$ cat src/hw/fibPkg.sv
package fibPkg;

    ////////////////////////////////////////
    // datapath sizes
    ////////////////////////////////////////

    // one sequence term, also the bus width
    localparam int dataWidth = 16;

    // register file depth
    localparam int regCount = 16;

    // register index, log2 of regCount
    localparam int regAddrWidth = 4;

    // requested term index, 0 to 31
    localparam int indexWidth = 5;

    ////////////////////////////////////////
    // encodings
    ////////////////////////////////////////

    // alu operation select
    // load passes the seed, add sums the two read ports
    typedef enum logic {
        aluLoad = 1'b0,
        aluAdd  = 1'b1
    } aluOpT;

    // controller sequence
    // clear and seed0 always run, seed1 and step only for index 1 and up
    typedef enum logic [2:0] {
        idle   = 3'd0,
        clear  = 3'd1,
        seed0  = 3'd2,
        seed1  = 3'd3,
        step   = 3'd4,
        finish = 3'd5
    } ctrlStateT;

endpackage

$ cat src/hw/fibCtrlIf.sv
`timescale 1ns/1ps

interface fibCtrlIf;

    // sync wipe of the register file and sticky overflow
    logic regClear;

    // write strobe, register file and status capture
    logic writeEn;
    logic [fibPkg::regAddrWidth-1:0] writeAddr;

    // the two operand reads for an add
    logic [fibPkg::regAddrWidth-1:0] readAddrA;
    logic [fibPkg::regAddrWidth-1:0] readAddrB;

    // alu function and the constant for seed loads
    fibPkg::aluOpT aluOp;
    logic [fibPkg::dataWidth-1:0] seedValue;

    // controller side, drives everything
    modport ctrl (
        output regClear, writeEn, writeAddr, readAddrA, readAddrB, aluOp, seedValue
    );

    // register file side
    modport regs (
        input regClear, writeEn, writeAddr, readAddrA, readAddrB
    );

    // alu side
    modport alu (
        input aluOp, seedValue
    );

    // status register only needs clear and write strobe
    modport status (
        input regClear, writeEn
    );

endinterface

$ cat src/hw/fibAlu.sv
`timescale 1ns/1ps

module fibAlu (
    fibCtrlIf.alu cmd,
    input  logic [fibPkg::dataWidth-1:0] operandA,
    input  logic [fibPkg::dataWidth-1:0] operandB,
    output logic [fibPkg::dataWidth-1:0] writeData,
    output logic carry,
    output logic zero,
    output logic negative
);

    // one extra bit keeps the carry out
    logic [fibPkg::dataWidth:0] sum;

    logic isAdd;

    assign isAdd = (cmd.aluOp == fibPkg::aluAdd);

    ////////////////////////////////////////
    // arithmetic
    ////////////////////////////////////////

    assign sum = {1'b0, operandA} + {1'b0, operandB};

    // load mode passes the seed straight to the write bus
    assign writeData = isAdd ? sum[fibPkg::dataWidth-1:0] : cmd.seedValue;

    ////////////////////////////////////////
    // flags
    ////////////////////////////////////////

    // carry only means something for an add
    assign carry = isAdd && sum[fibPkg::dataWidth];

    // zero and sign of whatever gets written
    assign zero     = (writeData == '0);
    assign negative = writeData[fibPkg::dataWidth-1];

endmodule

$ cat src/hw/fibController.sv
`timescale 1ns/1ps

module fibController (
    input  logic clk,
    input  logic arstN,
    input  logic start,
    input  logic lucasMode,
    input  logic [fibPkg::indexWidth-1:0] termIndex,
    output logic busy,
    output logic done,
    fibCtrlIf.ctrl cmd
);

    fibPkg::ctrlStateT state;
    fibPkg::ctrlStateT nextState;

    // index of the term being written in step
    logic [fibPkg::indexWidth-1:0] termCount;

    // request captured with an accepted start
    logic [fibPkg::indexWidth-1:0] savedIndex;
    logic savedLucas;

    // addresses of terms k-1 and k-2
    logic [fibPkg::indexWidth-1:0] prevOne;
    logic [fibPkg::indexWidth-1:0] prevTwo;

    logic accept;

    ////////////////////////////////////////
    // handshake
    ////////////////////////////////////////

    // start is ignored unless idle
    assign accept = start && (state == fibPkg::idle);

    assign busy = (state != fibPkg::idle);
    // finish lasts exactly one cycle
    assign done = (state == fibPkg::finish);

    // request latch, only loaded on accept
    always_ff @(posedge clk) begin
        if (accept) begin
            savedIndex <= termIndex;
            savedLucas <= lucasMode;
        end
    end

    ////////////////////////////////////////
    // state machine
    ////////////////////////////////////////

    always_ff @(posedge clk or negedge arstN) begin
        if (!arstN) begin
            state     <= fibPkg::idle;
            termCount <= '0;
        end else begin
            state <= nextState;
            // first added term is term 2
            if (state == fibPkg::seed1) begin
                termCount <= 5'd2;
            end else if (state == fibPkg::step) begin
                termCount <= termCount + 5'd1;
            end
        end
    end

    always_comb begin
        nextState = state;
        unique case (state)
            fibPkg::idle: begin
                if (accept) begin
                    nextState = fibPkg::clear;
                end
            end
            fibPkg::clear: begin
                nextState = fibPkg::seed0;
            end
            fibPkg::seed0: begin
                // term 0 is the answer, skip the rest
                if (savedIndex == '0) begin
                    nextState = fibPkg::finish;
                end else begin
                    nextState = fibPkg::seed1;
                end
            end
            fibPkg::seed1: begin
                if (savedIndex == 5'd1) begin
                    nextState = fibPkg::finish;
                end else begin
                    nextState = fibPkg::step;
                end
            end
            fibPkg::step: begin
                // last add writes the requested term
                if (termCount == savedIndex) begin
                    nextState = fibPkg::finish;
                end
            end
            fibPkg::finish: begin
                nextState = fibPkg::idle;
            end
            default: begin
                nextState = fibPkg::idle;
            end
        endcase
    end

    ////////////////////////////////////////
    // datapath commands
    ////////////////////////////////////////

    assign prevOne = termCount - 5'd1;
    assign prevTwo = termCount - 5'd2;

    assign cmd.regClear = (state == fibPkg::clear);

    // one write per seed or step cycle
    assign cmd.writeEn = (state == fibPkg::seed0) || (state == fibPkg::seed1)
                      || (state == fibPkg::step);

    always_comb begin
        cmd.aluOp     = fibPkg::aluLoad;
        cmd.writeAddr = termCount[fibPkg::regAddrWidth-1:0];
        // seed1 and finish default to the second seed
        cmd.seedValue = 16'd1;
        if (state == fibPkg::seed0) begin
            cmd.writeAddr = '0;
            // lucas starts 2, 1 and fibonacci starts 0, 1
            cmd.seedValue = savedLucas ? 16'd2 : 16'd0;
        end else if (state == fibPkg::seed1) begin
            cmd.writeAddr = 4'd1;
        end else if (state == fibPkg::step) begin
            cmd.aluOp = fibPkg::aluAdd;
        end
    end

    // ring addressing, term k lives at k mod 16
    assign cmd.readAddrA = prevOne[fibPkg::regAddrWidth-1:0];
    assign cmd.readAddrB = prevTwo[fibPkg::regAddrWidth-1:0];

endmodule

$ cat src/hw/fibTop.sv
`timescale 1ns/1ps

module fibTop (
    input  logic clk,
    input  logic arstN,
    input  logic start,
    input  logic lucasMode,
    input  logic [4:0] termIndex,
    output logic busy,
    output logic done,
    output logic [15:0] result,
    output logic zero,
    output logic negative,
    output logic overflow
);

    ////////////////////////////////////////
    // internal nets
    ////////////////////////////////////////

    // controller command bundle
    fibCtrlIf ctrlBus ();

    // register file read ports into the alu
    logic [fibPkg::dataWidth-1:0] operandA;
    logic [fibPkg::dataWidth-1:0] operandB;

    // alu result bus and its flags
    logic [fibPkg::dataWidth-1:0] writeData;
    logic aluCarry;
    logic aluZero;
    logic aluNegative;

    ////////////////////////////////////////
    // blocks
    ////////////////////////////////////////

    fibController controller (
        .clk       (clk),
        .arstN     (arstN),
        .start     (start),
        .lucasMode (lucasMode),
        .termIndex (termIndex),
        .busy      (busy),
        .done      (done),
        .cmd       (ctrlBus.ctrl)
    );

    regFile registers (
        .clk       (clk),
        .arstN     (arstN),
        .cmd       (ctrlBus.regs),
        .writeData (writeData),
        .operandA  (operandA),
        .operandB  (operandB)
    );

    fibAlu alu (
        .cmd       (ctrlBus.alu),
        .operandA  (operandA),
        .operandB  (operandB),
        .writeData (writeData),
        .carry     (aluCarry),
        .zero      (aluZero),
        .negative  (aluNegative)
    );

    // held flags drive the top outputs
    statusRegister status (
        .clk            (clk),
        .arstN          (arstN),
        .cmd            (ctrlBus.status),
        .writeData      (writeData),
        .carry          (aluCarry),
        .zero           (aluZero),
        .negative       (aluNegative),
        .result         (result),
        .resultZero     (zero),
        .resultNegative (negative),
        .overflow       (overflow)
    );

endmodule

$ cat src/hw/regFile.sv
`timescale 1ns/1ps

module regFile (
    input  logic clk,
    input  logic arstN,
    fibCtrlIf.regs cmd,
    input  logic [fibPkg::dataWidth-1:0] writeData,
    output logic [fibPkg::dataWidth-1:0] operandA,
    output logic [fibPkg::dataWidth-1:0] operandB
);

    ////////////////////////////////////////
    // storage
    ////////////////////////////////////////

    logic [fibPkg::dataWidth-1:0] regs [fibPkg::regCount];

    // async wipe on reset, sync wipe at the start of every run
    always_ff @(posedge clk or negedge arstN) begin
        if (!arstN) begin
            for (int i = 0; i < fibPkg::regCount; i++) begin
                regs[i] <= '0;
            end
        end else if (cmd.regClear) begin
            for (int i = 0; i < fibPkg::regCount; i++) begin
                regs[i] <= '0;
            end
        end else if (cmd.writeEn) begin
            regs[cmd.writeAddr] <= writeData;
        end
    end

    ////////////////////////////////////////
    // read ports
    ////////////////////////////////////////

    // combinational, same cycle as the address
    // no write bypass, the controller never reads the word it writes
    assign operandA = regs[cmd.readAddrA];
    assign operandB = regs[cmd.readAddrB];

endmodule

$ cat src/hw/statusRegister.sv
`timescale 1ns/1ps

module statusRegister (
    input  logic clk,
    input  logic arstN,
    fibCtrlIf.status cmd,
    input  logic [fibPkg::dataWidth-1:0] writeData,
    input  logic carry,
    input  logic zero,
    input  logic negative,
    output logic [fibPkg::dataWidth-1:0] result,
    output logic resultZero,
    output logic resultNegative,
    output logic overflow
);

    always_ff @(posedge clk or negedge arstN) begin
        if (!arstN) begin
            result         <= '0;
            resultZero     <= 1'b0;
            resultNegative <= 1'b0;
            overflow       <= 1'b0;
        end else begin
            // last written term and its flags
            if (cmd.writeEn) begin
                result         <= writeData;
                resultZero     <= zero;
                resultNegative <= negative;
            end
            // sticky across the run, dropped on the clear cycle
            if (cmd.regClear) begin
                overflow <= 1'b0;
            end else if (cmd.writeEn && carry) begin
                overflow <= 1'b1;
            end
        end
    end

endmodule

$ cat config.mk
export PLATFORM = sky130hd
export DESIGN_NAME = fibTop
export DESIGN_NICKNAME = d
export VERILOG_FILES = /design/src/hw/fibPkg.sv /design/src/hw/fibCtrlIf.sv /design/src/hw/fibAlu.sv /design/src/hw/fibController.sv /design/src/hw/fibTop.sv /design/src/hw/regFile.sv /design/src/hw/statusRegister.sv
export SDC_FILE = /design/constraint.sdc
export NUM_CORES = 1
export LEC_CHECK = 0
export BUFFER_PORTS_ARGS = -buffer_cell sky130_fd_sc_hd__buf_2
export CAP_MARGIN = 20
export CORE_MARGIN = 2
export CORE_UTILIZATION = 55
export DETAILED_ROUTE_END_ITERATION = 16
export PLACE_DENSITY = 0.77
export SYNTH_ARGS = -nofsm -noshare
export SYNTH_HDL_FRONTEND = slang
export SYNTH_SLANG_ARGS = --single-unit
$ cat constraint.sdc
create_clock -name clk -period 11.5 [get_ports clk]
set_clock_uncertainty 0.15 [all_clocks]
set_input_delay 2.3 -clock clk [delete_from_list [all_inputs] [get_ports clk]]
set_output_delay 2.3 -clock clk [all_outputs]
set_load 0.02 [all_outputs]
==> out/qor.txt <==
Netlist Area Pre-Place - 0.01563 mm2
Die Height - 172.6 um
Total Wirelength - 42460 um
Area Growth Syn to Fin - 8.870%
status - finished, final reports clean
Crit Path Max Fanout - 49
H-tree levels - 1
worst-skew pair later-pin latency - 0.58 ns
DRC errors left - 0
remaining global-route overflow - 0
Detail Route met2 WL - 19990 um
MaxCap Viol Count - 0
DR top layer - met4
syn nets - 1388
pwr/cell area - 172.0 mW/mm2
non-filler cells, final - 1710
crit start category - flip-flop
Hold WC Path Type - reg -> reg
Detail Placement HPWL - 25000 um
Seq cells post-synth - 288
CP peak stage delay - 0.82 ns
# rows - 61
final hold vios - 0
met3 WL post-DR - 4307 um
Post-CTS Setup Inserts - 0
Avg Cell Area, Syn - 11.52 um2
Slew Viols, Final - 0
Reg clk slew, reported paths - 0.06 ns
Bufs and invs on worst path - 2
I/O pins - 30
DRT met1 WL - 16840 um
ys async rst share - 97.92%
sequential area share after synthesis - 46.30%
final worst-path cycle share - 56.94%
RSZ-0062 raised after global routing - no
# hold bufs at CTS - 0
Peak supply drop - 0.1282 mV
Top Family by Delay on Critical Path - multiplexers
Final #Nets - 1339
largest net degree at the start of global routing - 86
Clock Root Buffer - clkbuf_16
Max clock buf depth - 3
most used cell, CP - mux4_2
post-synth top area cell - dfrtp_1
TritonRoute pass-1 iters - 6
placed cell count - 1653
routed via count - 11850
Cells after Synth - 1357
Synth top cells by count - 282 x dfrtp_1, 273 x o21ai_0, 260 x nand3_1
Die ar. - 0.02978 mm2
dpl cell area - 0.01597 mm2
Leakage - 7.040 nW
Worst Path Arrival - 6.89 ns
crit end category - flip-flop
ranking of synthesized cells by area - dfrtp_1 45%, mux4_2 23%, o21ai_0 8.7%
Slew HR - 24.41%
vias per inst - 6.929
Finished Cell Area - 0.01702 mm2
Fmax - 0.1527 GHz
synth warn - 0
antenna violations before repair - 0
post-synth top area share - 45.15%
Initial Util - 56.11%
GRT Total Usage - 28.95%
mean routed wirelength per cell - 24.83 um
CTS tree - yes
WP data required - 11.84 ns
first-pass GRT wire length - 67640 um
placer congestion estimate - 0.8568
Clock Sink Count - 288
CP Class - reg -> reg
endpoints failing setup - 0
Post-synth EDFFs - 6
layout cell share with drive strength beyond 1 - 22.67%
ys flop type - dfrtp_1
# port buffers - 29
crit path max-delay cell type - buf_4
DRT antenna net count - 0
vias in the first global route - 11670
Placeable Area - 0.02786 mm2
worst path cell trace - inv_1, ha_4, buf_4, mux4_2, mux4_2, ha_1, nor2_1, nor2b_1, a21oi_1, mux2i_2, nand4_1, nor4bb_1, and4_1, a41o_1
Gates resized, CTS repair - 0
actual slew at the worst max-slew pin - 1.133 ns
Die W - 172.6 um
Iteration-0 DRC Markers - 1554
min Tclk post-route - 6.549 ns
clock buffer count from CTS - 30
Unique masters post-synth - 63
count leader, synth - dfrtp_1
antenna cells - 0
Setup TNS - 0 ns
layer usage:
| layer | GRT usage (%) | vias up |
|---|---|---|
| met5 | 0 | - |
| met4 | 9.900 | 0 |
| met3 | 5.849 | 105 |
| met2 | 44.58 | 700 |
| met1 | 41.73 | 5994 |
| li1 | - | 5049 |
through the flow:
step / setup slack [ns] / hold slack [ns] / total power, mW / util, %
finish: 4.951 / 0.3212 / 2.926 / 61.08
global placement: 5.113 / 0.3035 / 1.913 / 57.25
floorplan: 6.739 / 0.3307 / 1.709 / -
detailed placement: 4.966 / 0.3092 / 1.934 / 57.32
global route: 4.467 / 0.3552 / 3.043 / 61.08
CTS: 4.951 / 0.3253 / 2.938 / 61.06
area by class of cell:
cell class	count	area, um2
Clock buffer	39	854.6
Multi-Input combinational cell	912	7795
Clock inverter	17	185.2
Timing Repair Buffer	61	407.9
Tap cell	378	473.0
Inverter	15	56.30
Fill cell	2148	10840
Sequential cell	288	7244
cell families after synthesis:
group,Yosys count,share of synthesized area (%)
AOI/OAI and AO/OA,325,11.33
xor gates and xnor gates,13,0.7285
adders and majority gates,22,1.809
buffers and inverters,157,4.235
DFF,288,46.30
muxes,163,23.27
and+or+nand+nor,389,12.33
flip-flops by register name, indices dropped and copies added, names as in the netlist:
| signal | count |
|---|---|
| registers.regs | 256 |
| status.result | 15 |
| controller.savedIndex | 5 |
| controller.termCount | 5 |
| controller.state | 3 |
| controller.savedLucas | 1 |
| status.overflow | 1 |
| status.resultNegative | 1 |
| status.resultZero | 1 |
where the power goes:
part           switching, mW  leakage (nW)  total (mW)  internal (mW)
Clock                  0.416         0.508        1.01          0.591
Combinational          0.545          2.55       0.814          0.269
Sequential            0.0619          3.98        1.10           1.04
final timing paths:
| path | slack (ns) | depth (start not counted) | from | end |
|---|---|---|---|---|
| setup / recovery | 4.95 | 14 | controller.termCount[0] | status.resultZero |
| hold / removal | 0.32 | 2 | status.result[2] | status.result[2] |
| setup reg to reg | 4.95 | 14 | controller.termCount[0] | status.resultZero |
| hold reg to reg | 0.32 | 2 | status.result[2] | status.result[2] |
| max in group asynchronous | 7.30 | 3 | arstN | registers.regs[61] |
| min in group asynchronous | 1.56 | 1 | arstN | status.result[8] |
worst min-delay path: stages, from the launching register on:
cell     delay, ns
dfrtp_1       0.34
nand2_1       0.05
nand2_1       0.05
cells in the final DEF, fill, tap and decap left out, types with 3 or more instances in the layout:
| cell | synthesis | layout |
|---|---|---|
| nand2b_1 | 5 | 5 |
| o21ai_2 | 1 | 3 |
| nor2b_1 | 3 | 3 |
| edfxtp_1 | 6 | 6 |
| buf_4 | 11 | 31 |
| ha_1 | 21 | 20 |
| a21oi_2 | 3 | 3 |
| inv_1 | 15 | 15 |
| o21ai_0 | 273 | 271 |
| nand3b_1 | 7 | 7 |
| nand3_1 | 260 | 260 |
| xnor2_1 | 7 | 6 |
| clkinv_2 | 0 | 8 |
| a31oi_1 | 4 | 4 |
| buf_2 | 18 | 28 |
| nand4_1 | 3 | 3 |
| nand2_1 | 67 | 67 |
| nor2_1 | 18 | 17 |
| clkbuf_8 | 0 | 7 |
| clkinvlp_4 | 0 | 4 |
| a21boi_0 | 3 | 3 |
| xor2_1 | 6 | 4 |
| clkbuf_16 | 0 | 30 |
| o2111ai_2 | 3 | 3 |
| bufinv_16 | 0 | 3 |
| nor3_1 | 5 | 5 |
| a21oi_1 | 16 | 16 |
| and2_1 | 3 | 3 |
| dfrtp_1 | 282 | 280 |
| mux4_2 | 160 | 160 |
Power figures use the tool's default switching activity.
